## src/rtl/bus_pkg.sv

```systemverilog
`default_nettype none

package bus_pkg;

  // Every transfer is one aligned 32-bit beat, so one address and one data width
  typedef logic [31:0] addr_t;
  typedef logic [31:0] data_t;

  // One strobe bit per byte lane of data_t
  typedef logic [3:0] strb_t;

  typedef logic [1:0] resp_t;

  localparam resp_t RESP_OKAY   = 2'd0;
  localparam resp_t RESP_DECERR = 2'd3;

  // Only the two mtime words of the CLINT are mapped
  localparam addr_t CLINT_MTIME_LO = 32'h0200_0048;
  localparam addr_t CLINT_MTIME_HI = 32'h0200_004c;

  // The SRAM window starts here and its size follows the SRAM depth
  localparam addr_t SRAM_BASE = 32'h8000_0000;

endpackage

`default_nettype wire

```

## src/rtl/clint.sv

```systemverilog
`default_nettype none

module clint (
  input  wire logic           clock,
  input  wire logic           arst_n,

  input  wire bus_pkg::addr_t araddr,
  input  wire logic           arvalid,
  output logic                arready,

  input  wire logic           rready,
  output bus_pkg::data_t      rdata,
  output bus_pkg::resp_t      rresp,
  output logic                rvalid
);

  logic [63:0] mtime;
  logic        ar_take;

  // Only one read is held at a time
  assign arready = !rvalid;
  assign ar_take = arvalid && arready;
  assign rresp   = bus_pkg::RESP_OKAY;

  always_ff @(posedge clock or negedge arst_n) begin
    if (!arst_n) begin
      mtime <= '0;
    end else begin
      mtime <= mtime + 64'd1;
    end
  end

  always_ff @(posedge clock or negedge arst_n) begin
    if (!arst_n) begin
      rvalid <= 1'b0;
    end else if (ar_take) begin
      rvalid <= 1'b1;
    end else if (rvalid && rready) begin
      rvalid <= 1'b0;
    end
  end

  // Address bit 2 picks the high word at 0x0200_004c
  always_ff @(posedge clock) begin
    if (ar_take) begin
      rdata <= araddr[2] ? mtime[63:32] : mtime[31:0];
    end
  end

  // mtime keeps running, but a stalled reply keeps the value it sampled
  a_rdata_stable: assert property (@(posedge clock) disable iff (!arst_n)
    rvalid && !rready |=> $stable(rdata));

endmodule

`default_nettype wire

```

## config.mk

```make
export PLATFORM = sky130hd
export DESIGN_NAME = clint
export DESIGN_NICKNAME = d
export VERILOG_FILES = /design/src/rtl/bus_pkg.sv /design/src/rtl/clint.sv
export SDC_FILE = /design/constraint.sdc
export NUM_CORES = 1
export LEC_CHECK = 0
export ABC_AREA = 1
export BUFFER_PORTS_ARGS = -buffer_cell sky130_fd_sc_hd__buf_4
export CORE_ASPECT_RATIO = 0.6
export CORE_MARGIN = 5
export CORE_UTILIZATION = 40
export CTS_CLUSTER_SIZE = 28
export DETAILED_ROUTE_END_ITERATION = 7
export PLACE_DENSITY_LB_ADDON = 0.1
export SYNTH_ARGS = -nofsm -noshare
export SYNTH_HDL_FRONTEND = slang
export SYNTH_SLANG_ARGS = --single-unit
```

## constraint.sdc

```tcl
create_clock -name clock -period 1.7 [get_ports clock]
set_clock_uncertainty 0.2 [all_clocks]
set_input_delay 0.17 -clock clock [delete_from_list [all_inputs] [get_ports clock]]
set_output_delay 0.17 -clock clock [all_outputs]
set_load 0.05 [all_outputs]
```

==> reports/results.ini <==
[synthesis]
ys_seq_area_frac = 0.511
ys_ff_latch = 97
synth_edf_count = 32
synth_area_per_cell_um2 = 7.89
yosysWarnings = 0
ys_types = 24
synth_cells = 642
async_flop_share = 0.670
ys.flop_type = dfrtp_1
syn-cell-area_mm2 = 0.00507

[sta]
timing.final.crit_share = 1.06
period_needed_ns = 1.81
hold_viol_final = 0
setup_slack_ns = -0.108
setup_viol = 41
rsz0062_at_grt = true
fmax_ghz = 0.553
drv_slew = 0

[drt]
wl_um = 15900
num_vias = 4646
via_per_inst = 4.86
drc_errors = 0
wl_met3_um = 762
wl_met2_um = 6410
drtPass1Iterations = 5
highest_layer = met4
wl_per_cell_um = 16.6
drt-met1-wl_um = 8570
drtIter0Drc = 304
ant_nets = 0

[setup_path]
critical_path_required_ns = 1.74
critical_path.startpoint_type = flop
end_kind = flop
arrival_ns = 1.84
crit_fanout = 3
worst-setup-path-type = reg -> reg

[cts]
cts_tree = done
cts_made_buffers = 9
cts-root-buf = clkbuf_16
cts_max_path_buffers = 2
clkLatencyLatePin_ns = 0.35
cts_sinks = 97
h-tree-depth = 3
clk_pin_slew_ns = 0.07

[pwr]
p_comb_frac = 0.090
max-vdd-ir-drop_mv = 0.485
swShare = 0.260
intPower_mw = 3.75
power_density_mw_per_mm2 = 728
p_leak_nw = 3.04
total_power_mw = 5.07
clkPwrFrac = 0.418
switchingPower_mw = 1.32
p_seq_frac = 0.492

[placement]
gp_congestion = 0.885
port_buffers = 38
hpwl_um = 12300
postPlaceCellArea_mm2 = 0.00621
post-place-ws_ns = -0.138

[die]
dieArea_mm2 = 0.0151
ios = 72
floorplan.initialDensity = 0.415
rows = 31
dieWidth_um = 155
die_height_um = 97.2
core_mm2 = 0.0122

[final_layout]
fin_area_mm2 = 0.00696
nets = 823
multi_input_area_mm2 = 0.00247
diodes = 0
drive_gt1_frac = 0.326
ff_latch_area_mm2 = 0.00260
areaGrowthSynthToFinish_pct = 37.4
fillCellCount = 1137

[worst_hold_path]
hp-class = in -> async

[flow_run]
maxCapViolations = 0

[grt]
track_usage = 0.215
grt_first_pass_wirelength_um = 25000
grt_pass1_vias = 4485
grt_max_degree = 66
antenna_found_initial = 0
grt_remaining_overflow = 0

[run_status]
violations = setup timing
status = finished, violations left

==> cell usage after synthesis, types with 2 or more instances <==
| cell | number | area [um^2] |
|---|---|---|
| nor2_1 | 122 | 458 |
| clkbuf_1 | 6 | 22.5 |
| o21ai_1 | 18 | 90.1 |
| nand2_1 | 210 | 788 |
| nand2_2 | 13 | 81.3 |
| buf_4 | 2 | 15.0 |
| edfxtp_1 | 32 | 961 |
| nand3_1 | 13 | 65.1 |
| o21ai_0 | 22 | 110 |
| nor2_8 | 2 | 40.0 |
| nand2_4 | 2 | 22.5 |
| nor2_4 | 7 | 78.8 |
| nor2_2 | 5 | 31.3 |
| inv_1 | 63 | 236 |
| a21oi_1 | 13 | 65.1 |
| dfrtp_1 | 65 | 1630 |
| xor2_1 | 29 | 254 |
| nand3b_1 | 2 | 15.0 |
| nand4_1 | 9 | 56.3 |
| xnor2_1 | 3 | 26.3 |
==> logic make-up (layout without fill, tap and decap cells) <==
| logic type | Yosys count | in the layout | share of synthesized area |
|---|---|---|---|
| xor+xnor | 32 | 32 | 0.0553 |
| other cells | 1 | 2 | 0.000740 |
| flops | 97 | 97 | 0.511 |
| compound gates | 53 | 53 | 0.0523 |
| simple gates | 385 | 385 | 0.323 |
| buf+inv | 73 | 221 | 0.0556 |
| fa+ha+maj | 1 | 1 | 0.00247 |
==> flip-flops by register name (all words and copies together) (netlist names) <==
register  cells
mtime        64
rdata        32
rvalid        1
==> path summary, 6_finish.rpt <==
check / start / end / slack (ns) / cells past startpoint
worst max-delay path: mtime[1]$_DFF_PN0_ / mtime[44]$_DFF_PN0_ / -0.11 / 10
worst min-delay path: arst_n / mtime[15]$_DFF_PN0_ / 0.17 / 3
worst max register to register: mtime[1]$_DFF_PN0_ / mtime[44]$_DFF_PN0_ / -0.11 / 10
worst min register to register: mtime[3]$_DFF_PN0_ / mtime[3]$_DFF_PN0_ / 0.32 / 1
max in group asynchronous: arst_n / mtime[36]$_DFF_PN0_ / 0.80 / 3
min in group clock: araddr[2] / rdata[1]$_DFFE_PP_ / 0.17 / 2
==> layout make-up <==
cell class | instances | area share
clock buffers | 9 | 0.0323
clock inverters | 7 | 0.0110
inverters | 64 | 0.0359
multi-input cells | 473 | 0.355
flip-flops and latches | 97 | 0.374
well taps | 165 | 0.0296
repair buffers | 141 | 0.163
==> layout by cell type, fill, tap and decap left out, types with 18 or more instances in the layout <==
| cell | count |
|---|---|
| dfrtp_1 | 54 |
| edfxtp_1 | 32 |
| inv_1 | 60 |
| nand2_1 | 195 |
| buf_4 | 129 |
| nand2_2 | 18 |
| xor2_1 | 28 |
| nor2_2 | 33 |
| o21ai_0 | 20 |
| nor2_1 | 91 |
==> routing by layer <==
metal	vias to the layer above	track usage
met2	117	0.295
met3	12	0.0414
met4	0	0.0397
li1	2287	-
met5	-	0
met1	2230	0.349
==> power groups by stage <==
stage	combinational [mW]	clock, mW	sequential (mW)
finish	0.459	2.12	2.49
global route	0.486	2.24	2.50
detailed placement	0.459	0	2.54
global placement	0.457	0	2.54
CTS	0.469	2.16	2.50
floorplan	0.0867	0	2.74
==> critical path, cell delays in order (launching register included) <==
cell and delay [ns]:
dfrtp_1 0.40, ha_4 0.17, nand2_4 0.05, nor2_4 0.17, buf_12 0.14, nand2_8 0.07
nor2_4 0.21, buf_6 0.14, nand3_2 0.05, nand2_1 0.05, nand2_1 0.05
==> timing repair <==
action | CTS | global route
hold buffers | 3 | 0
pin swaps | 7 | 16
hold endpoints to repair | 66 | 0
buffers inserted | 5 | 11
cloned | 0 | 0
endpoints found under the setup margin | 38 | 49
resized for setup | 29 | 65
==> stage by stage <==
stage	hold slack, ns	TNS (ns)	util	cells
final	0.170	-2.03	0.570	956
after global routing	0.200	-5.97	0.570	956
after floorplan	-0.326	-11.72	-	643
after global placement	0.00449	-1.40	0.509	921
after detailed placement	0.0175	-2.10	0.509	921
after CTS	0.161	-0.156	0.545	945
(Power assumes the default switching activity.)
