### src/rtl/bus_pkg.sv
`default_nettype none

package bus_pkg;

  // Every transfer is one aligned 32-bit beat, so one address and one data width
  typedef logic [31:0] addr_t;
  typedef logic [31:0] data_t;

  // One strobe bit per byte lane of data_t
  typedef logic [3:0] strb_t;

  typedef logic [1:0] resp_t;

  localparam resp_t RESP_OKAY   = 2'd0;
  localparam resp_t RESP_DECERR = 2'd3;

  // Only the two mtime words of the CLINT are mapped
  localparam addr_t CLINT_MTIME_LO = 32'h0200_0048;
  localparam addr_t CLINT_MTIME_HI = 32'h0200_004c;

  // The SRAM window starts here and its size follows the SRAM depth
  localparam addr_t SRAM_BASE = 32'h8000_0000;

endpackage

`default_nettype wire

### src/rtl/bus_arbiter.sv
`default_nettype none

module bus_arbiter #(
  parameter int unsigned MEM_WORDS = 1024
) (
  input  wire logic           clock,
  input  wire logic           arst_n,

  // Instruction fetch master
  input  wire bus_pkg::addr_t araddr_0,
  input  wire logic           arvalid_0,
  output logic                arready_0,
  input  wire logic           rready_0,
  output bus_pkg::data_t      rdata_0,
  output bus_pkg::resp_t      rresp_0,
  output logic                rvalid_0,

  // Load/store master
  input  wire bus_pkg::addr_t araddr_1,
  input  wire logic           arvalid_1,
  output logic                arready_1,
  input  wire logic           rready_1,
  output bus_pkg::data_t      rdata_1,
  output bus_pkg::resp_t      rresp_1,
  output logic                rvalid_1,
  input  wire bus_pkg::addr_t awaddr_1,
  input  wire logic           awvalid_1,
  output logic                awready_1,
  input  wire bus_pkg::data_t wdata_1,
  input  wire bus_pkg::strb_t wstrb_1,
  input  wire logic           wvalid_1,
  output logic                wready_1,
  input  wire logic           bready_1,
  output bus_pkg::resp_t      bresp_1,
  output logic                bvalid_1,

  // SRAM
  output bus_pkg::addr_t      s_araddr,
  output logic                s_arvalid,
  input  wire logic           s_arready,
  output logic                s_rready,
  input  wire bus_pkg::data_t s_rdata,
  input  wire bus_pkg::resp_t s_rresp,
  input  wire logic           s_rvalid,
  output bus_pkg::addr_t      s_awaddr,
  output logic                s_awvalid,
  input  wire logic           s_awready,
  output bus_pkg::data_t      s_wdata,
  output bus_pkg::strb_t      s_wstrb,
  output logic                s_wvalid,
  input  wire logic           s_wready,
  output logic                s_bready,
  input  wire bus_pkg::resp_t s_bresp,
  input  wire logic           s_bvalid,

  // CLINT
  output bus_pkg::addr_t      c_araddr,
  output logic                c_arvalid,
  input  wire logic           c_arready,
  output logic                c_rready,
  input  wire bus_pkg::data_t c_rdata,
  input  wire bus_pkg::resp_t c_rresp,
  input  wire logic           c_rvalid
);

  typedef enum logic [1:0] {IDLE, READ, WRITE} state_e;
  typedef enum logic [1:0] {TGT_SRAM, TGT_CLINT, TGT_ERR} target_e;

  localparam bus_pkg::addr_t SRAM_BYTES = bus_pkg::addr_t'(MEM_WORDS * 4);

  state_e         state;
  target_e        target;
  logic           grant;

  logic           req_any;
  logic           req_master;
  logic           req_write;
  bus_pkg::addr_t req_addr;

  logic           rd_active;
  logic           wr_active;
  logic           sel_0;
  logic           sel_1;
  logic           is_err;
  bus_pkg::addr_t m_araddr;
  logic           m_arvalid;
  logic           m_rready;

  logic           t_arready;
  bus_pkg::data_t t_rdata;
  bus_pkg::resp_t t_rresp;
  logic           t_rvalid;
  logic           t_awready;
  logic           t_wready;
  bus_pkg::resp_t t_bresp;
  logic           t_bvalid;

  logic           err_rvalid;
  logic           err_aw_done;
  logic           err_w_done;
  logic           err_bvalid;
  logic           err_ar_take;
  logic           err_aw_take;
  logic           err_w_take;
  logic           err_b_fire;

  // The CLINT is read-only, so a write there falls through to the error reply
  function automatic target_e decode(bus_pkg::addr_t addr, logic is_write);
    if (addr - bus_pkg::SRAM_BASE < SRAM_BYTES) begin
      return TGT_SRAM;
    end
    if (!is_write && (addr == bus_pkg::CLINT_MTIME_LO || addr == bus_pkg::CLINT_MTIME_HI)) begin
      return TGT_CLINT;
    end
    return TGT_ERR;
  endfunction

  // Fetch reads win, then load/store reads, then stores
  assign req_any    = arvalid_0 || arvalid_1 || awvalid_1;
  assign req_master = !arvalid_0;
  assign req_write  = !arvalid_0 && !arvalid_1;
  assign req_addr   = arvalid_0 ? araddr_0 : (arvalid_1 ? araddr_1 : awaddr_1);

  always_ff @(posedge clock or negedge arst_n) begin
    if (!arst_n) begin
      state  <= IDLE;
      grant  <= 1'b0;
      target <= TGT_ERR;
    end else begin
      case (state)
        IDLE: begin
          if (req_any) begin
            state  <= req_write ? WRITE : READ;
            grant  <= req_master;
            target <= decode(req_addr, req_write);
          end
        end
        READ: begin
          if (t_rvalid && m_rready) state <= IDLE;
        end
        WRITE: begin
          if (t_bvalid && bready_1) state <= IDLE;
        end
        default: state <= IDLE;
      endcase
    end
  end

  assign rd_active = (state == READ);
  assign wr_active = (state == WRITE);
  assign sel_0     = rd_active && !grant;
  assign sel_1     = rd_active && grant;
  assign is_err    = (target == TGT_ERR);

  assign m_araddr  = grant ? araddr_1 : araddr_0;
  assign m_arvalid = rd_active && (grant ? arvalid_1 : arvalid_0);
  assign m_rready  = grant ? rready_1 : rready_0;

  assign s_araddr  = m_araddr;
  assign s_arvalid = m_arvalid && (target == TGT_SRAM);
  assign s_rready  = rd_active && (target == TGT_SRAM) && m_rready;
  assign s_awaddr  = awaddr_1;
  assign s_awvalid = wr_active && (target == TGT_SRAM) && awvalid_1;
  assign s_wdata   = wdata_1;
  assign s_wstrb   = wstrb_1;
  assign s_wvalid  = wr_active && (target == TGT_SRAM) && wvalid_1;
  assign s_bready  = wr_active && (target == TGT_SRAM) && bready_1;

  assign c_araddr  = m_araddr;
  assign c_arvalid = m_arvalid && (target == TGT_CLINT);
  assign c_rready  = rd_active && (target == TGT_CLINT) && m_rready;

  always_comb begin
    t_arready = !err_rvalid;
    t_rdata   = '0;
    t_rresp   = bus_pkg::RESP_DECERR;
    t_rvalid  = err_rvalid;
    t_awready = !err_aw_done && !err_bvalid;
    t_wready  = !err_w_done && !err_bvalid;
    t_bresp   = bus_pkg::RESP_DECERR;
    t_bvalid  = err_bvalid;
    if (target == TGT_SRAM) begin
      t_arready = s_arready;
      t_rdata   = s_rdata;
      t_rresp   = s_rresp;
      t_rvalid  = s_rvalid;
      t_awready = s_awready;
      t_wready  = s_wready;
      t_bresp   = s_bresp;
      t_bvalid  = s_bvalid;
    end else if (target == TGT_CLINT) begin
      t_arready = c_arready;
      t_rdata   = c_rdata;
      t_rresp   = c_rresp;
      t_rvalid  = c_rvalid;
    end
  end

  // Error reply with the same one cycle latency as the SRAM
  assign err_ar_take = is_err && m_arvalid && !err_rvalid;
  assign err_aw_take = is_err && wr_active && awvalid_1 && !err_aw_done && !err_bvalid;
  assign err_w_take  = is_err && wr_active && wvalid_1 && !err_w_done && !err_bvalid;
  assign err_b_fire  = (err_aw_done || err_aw_take) && (err_w_done || err_w_take);

  always_ff @(posedge clock or negedge arst_n) begin
    if (!arst_n) begin
      err_rvalid  <= 1'b0;
      err_aw_done <= 1'b0;
      err_w_done  <= 1'b0;
      err_bvalid  <= 1'b0;
    end else begin
      if (err_ar_take) begin
        err_rvalid <= 1'b1;
      end else if (err_rvalid && m_rready) begin
        err_rvalid <= 1'b0;
      end
      if (err_b_fire) begin
        err_aw_done <= 1'b0;
        err_w_done  <= 1'b0;
        err_bvalid  <= 1'b1;
      end else begin
        if (err_aw_take) err_aw_done <= 1'b1;
        if (err_w_take) err_w_done <= 1'b1;
        if (err_bvalid && bready_1) err_bvalid <= 1'b0;
      end
    end
  end

  assign arready_0 = sel_0 && t_arready;
  assign rvalid_0  = sel_0 && t_rvalid;
  assign rdata_0   = sel_0 ? t_rdata : '0;
  assign rresp_0   = sel_0 ? t_rresp : bus_pkg::RESP_OKAY;

  assign arready_1 = sel_1 && t_arready;
  assign rvalid_1  = sel_1 && t_rvalid;
  assign rdata_1   = sel_1 ? t_rdata : '0;
  assign rresp_1   = sel_1 ? t_rresp : bus_pkg::RESP_OKAY;

  assign awready_1 = wr_active && t_awready;
  assign wready_1  = wr_active && t_wready;
  assign bvalid_1  = wr_active && t_bvalid;
  assign bresp_1   = wr_active ? t_bresp : bus_pkg::RESP_OKAY;

  a_grant_stable: assert property (@(posedge clock) disable iff (!arst_n)
    state != IDLE |=> state == IDLE || ($stable(grant) && $stable(target)));

  // Every target answers one cycle after its AR, so read data only follows the own request
  a_rvalid_owner_0: assert property (@(posedge clock) disable iff (!arst_n)
    $rose(rvalid_0) |-> $past(arvalid_0 && arready_0));

  a_rvalid_owner_1: assert property (@(posedge clock) disable iff (!arst_n)
    $rose(rvalid_1) |-> $past(arvalid_1 && arready_1));

endmodule

`default_nettype wire

### config.mk
export PLATFORM = sky130hd
export DESIGN_NAME = bus_arbiter
export DESIGN_NICKNAME = d
export VERILOG_FILES = /design/src/rtl/bus_pkg.sv /design/src/rtl/bus_arbiter.sv
export SDC_FILE = /design/constraint.sdc
export NUM_CORES = 1
export LEC_CHECK = 0
export BUFFER_PORTS_ARGS = -buffer_cell sky130_fd_sc_hd__clkbuf_2
export CAP_MARGIN = 20
export CORE_AREA = 2 2 168 170
export CTS_CLUSTER_DIAMETER = 120
export DETAILED_ROUTE_END_ITERATION = 10
export DIE_AREA = 0 0 170 172
export GPL_ROUTABILITY_DRIVEN = 0
export PLACE_DENSITY = 0.33
export SKIP_CTS_REPAIR_TIMING = 1
export SLEW_MARGIN = 10
export SYNTH_ARGS = -nofsm -noshare
export SYNTH_HDL_FRONTEND = slang
export SYNTH_SLANG_ARGS = --single-unit
### constraint.sdc
create_clock -name clock -period 1.3 [get_ports clock]
set_input_delay 0.065 -clock clock [delete_from_list [all_inputs] [get_ports clock]]
set_output_delay 0.065 -clock clock [all_outputs]
set_load 0.005 [all_outputs]
==> impl_metrics.json <==
{
  "io_buffers": 351,
  "grt_pass1_vias": 3531,
  "grt_overflow": 0,
  "wl_per_cell_um": 15.2,
  "cpLargestDelayFamily": "buffers and inverters",
  "finalSetupTns_ns": -33.44,
  "cts_made_buffers": 3,
  "seq_power_share_pct": 6.0,
  "r2r_slack_ns": -0.14,
  "synth_nets": 604,
  "fin_crit_ns": 1.67,
  "p_int_mw": 4.77,
  "worst-path-stages": 5,
  "insertion_delay_ns": 0.24,
  "dp_slack_ns": -0.284,
  "crit_type": "flip-flop to primary output",
  "rows": 61,
  "critical_path_peak_fanout": 12,
  "dp_hpwl_mm": 13.1,
  "arrival_ns": 1.60,
  "switchingPower_mw": 3.62,
  "crit_slowest_cell": "dfrtp_2",
  "worstPathCellList": "buf_12, buf_12, mux2i_1, nor3_1, clkbuf_2",
  "cts_max_path_buffers": 2,
  "layout_common_cells": "315 x clkbuf_2, 48 x buf_4, 36 x nor3_1",
  "cp-endpoint": "rdata_1[24]",
  "multi_input_area_um2": 2370,
  "max_cap_violations": 0,
  "hold_path_class": "input pin to flip-flop",
  "rsz0062_at_grt": "yes",
  "period_share_pct": 128,
  "synthCells": 386,
  "p_per_area_nw_per_um2": 1440,
  "nets": 918,
  "wl_mm": 15.9,
  "viasPerCell": 3.84,
  "ys_warn_count": 0,
  "startpoint_type": "flip-flop",
  "place_inst": 1021,
  "tightest_slew_ns": 0.449,
  "num_vias": 4024,
  "final_common_cell": "clkbuf_2",
  "fmax_mhz": 600,
  "netSwitchingFraction_pct": 43.1,
  "first_pass_iters": 4,
  "pin_count": 434,
  "cp-end-kind": "primary output",
  "holdWs_ns": 0.0640,
  "fillers": 3071,
  "peakVddDrop_mv": 0.809,
  "ys_seq_area_share_pct": 7.95,
  "crit_path_frequent_cell": "buf_12",
  "drv_slew": 0,
  "drc": 0,
  "cts_tree": "built",
  "crit_buf_inv": 3,
  "areaGrowthSynthToFinish_pct": 105,
  "grt_first_pass_wirelength_mm": 19.3,
  "fin_ws_ns": -0.365,
  "p_clk_share_pct": 6.7,
  "die_h_um": 172,
  "ant_nets": 0,
  "p_comb_share_pct": 87.3,
  "root_buffer": "clkbuf_16",
  "syn-cell-area_um2": 2850,
  "drt_iter0_markers": 34,
  "ys_seq_elements": 9,
  "reg2reg_depth": 6,
  "r2r-end": "target[0]",
  "fp.dieW_um": 170,
  "grt_max_degree": 37,
  "gr-usage-all-layers_pct": 8.78,
  "hold_viol": 0,
  "critPathMaxStageDelay_ns": 0.46,
  "dieArea_um2": 29200,
  "report.final.setup_viol": 156,
  "violations": "negative setup slack",
  "drive_gt1_share_pct": 81.4,
  "r2r-start": "state[1]",
  "slew_headroom_pct": 69.9,
  "fin_worst_skew_ns": 0.00133,
  "seq_area_um2": 231,
  "finalNonFillerCells": 1047,
  "synth_area_per_cell_um2": 7.38,
  "htreeDepth": 1,
  "start_util_pct": 10.4,
  "synthDistinctLibCells": 41,
  "cp.required_ns": 1.24,
  "clock_sinks": 9,
  "outcome": "complete, but fails checks",
  "antenna_found_initial": 3,
  "crit_start": "target[0]",
  "clkTransAtPathRegs_ns": 0.04,
  "p_leak_nw": 2.91,
  "finalCoreUtilization_pct": 21.3,
  "core_area_um2": 27500
}
[how the worst min path moves through the flow]
| stage | from | to | slack (ns) | cells after the start |
|---|---|---|---|---|
| floorplan | arst_n | err_aw_done | -0.23 | 0 |
| global placement | arst_n | err_w_done | -0.04 | 1 |
| detailed placement | arst_n | err_w_done | -0.04 | 1 |
| CTS | arst_n | err_w_done | -0.29 | 1 |
| global route | bready_1 | err_bvalid | 0.06 | 2 |
| finish | bready_1 | err_bvalid | 0.06 | 2 |
[Yosys cell counts]
library cell / n / area share [%]
a211oi_1: 2 / 0.53
a21o_1: 1 / 0.26
a21oi_1: 6 / 1.1
a31oi_1: 1 / 0.22
a32oi_1: 1 / 0.31
and2b_1: 2 / 0.53
and3_1: 3 / 0.66
and4bb_2: 2 / 0.88
buf_2: 15 / 2.6
buf_4: 101 / 27
buf_6: 2 / 0.79
clkbuf_1: 8 / 1.1
dfrtp_1: 8 / 7.0
dfstp_2: 1 / 0.92
inv_1: 4 / 0.53
mux2_2: 34 / 13
mux2i_1: 34 / 12
nand2_1: 12 / 1.6
nand2_2: 1 / 0.22
nand2b_1: 4 / 0.88
nand3_1: 6 / 1.1
nand3b_1: 1 / 0.26
nand4_1: 2 / 0.44
nand4b_1: 2 / 0.62
nor2_1: 24 / 3.2
nor2_4: 1 / 0.40
nor2b_1: 4 / 0.88
nor2b_4: 1 / 0.48
nor3_1: 75 / 13
nor3_2: 1 / 0.35
nor4_1: 13 / 2.9
nor4b_1: 3 / 0.92
nor4b_2: 1 / 0.53
o211ai_1: 1 / 0.26
o21a_1: 1 / 0.26
o21ai_0: 2 / 0.35
o22ai_1: 1 / 0.22
o31ai_1: 1 / 0.26
o31ai_2: 2 / 0.88
o32ai_1: 1 / 0.31
or3_1: 1 / 0.22
[state kept, by name, indices dropped and copies added, names as in the netlist]
| signal | flops |
|---|---|
| state | 2 |
| err_bvalid | 1 |
| target | 2 |
| err_aw_done | 1 |
| err_w_done | 1 |
| err_rvalid | 1 |
| grant | 1 |
[power by group through the flow]
stage | logic [mW] | registers [mW] | clock network (mW)
floorplan | 2.88 | 0.422 | 0
CTS | 5.33 | 0.443 | 0.572
detailed placement | 5.32 | 0.445 | 0
global route | 7.88 | 0.515 | 0.583
finish | 7.33 | 0.501 | 0.561
global placement | 5.42 | 0.447 | 0
[stage by stage]
| stage | area, um2 | power (mW) |
|---|---|---|
| 5_1_grt | 5850 | 8.98 |
| 3_5_place_dp | 4710 | 5.76 |
| 6_report | 5850 | 8.39 |
| 4_1_cts | 4790 | 6.35 |
| 3_3_place_gp | 4710 | 5.86 |
| 2_1_floorplan | 2850 | 3.30 |
[cell families (layout without fill, tap and decap cells)]
family | count (synthesis) | count (layout) | share of synthesized area [%]
AOI/OAI and AO/OA | 20 | 20 | 4.92
buffers and inverters | 130 | 443 | 31.6
DFF | 9 | 9 | 7.95
muxes | 68 | 68 | 25.4
other | 0 | 2 | 0
and+or+nand+nor | 159 | 159 | 30.1
[final cells by class]
type | count | share of cell area (%)
antenna | 2 | 0.0856
clock buffer | 3 | 1.28
clock inverter | 1 | 0.0856
inverter | 4 | 0.257
multi-input combinational | 247 | 40.6
sequential | 9 | 3.96
tap | 346 | 7.41
timing repair buffer | 435 | 46.3
[metal layers]
layer	global-route usage (%)	wire length, um	up-vias
met4	1.45	176	0
met2	18.4	8370	256
met5	0	0	-
met3	1.63	1290	10
met1	9.03	6110	1849
li1	-	-	1909
Power figures use the tool's default switching activity.
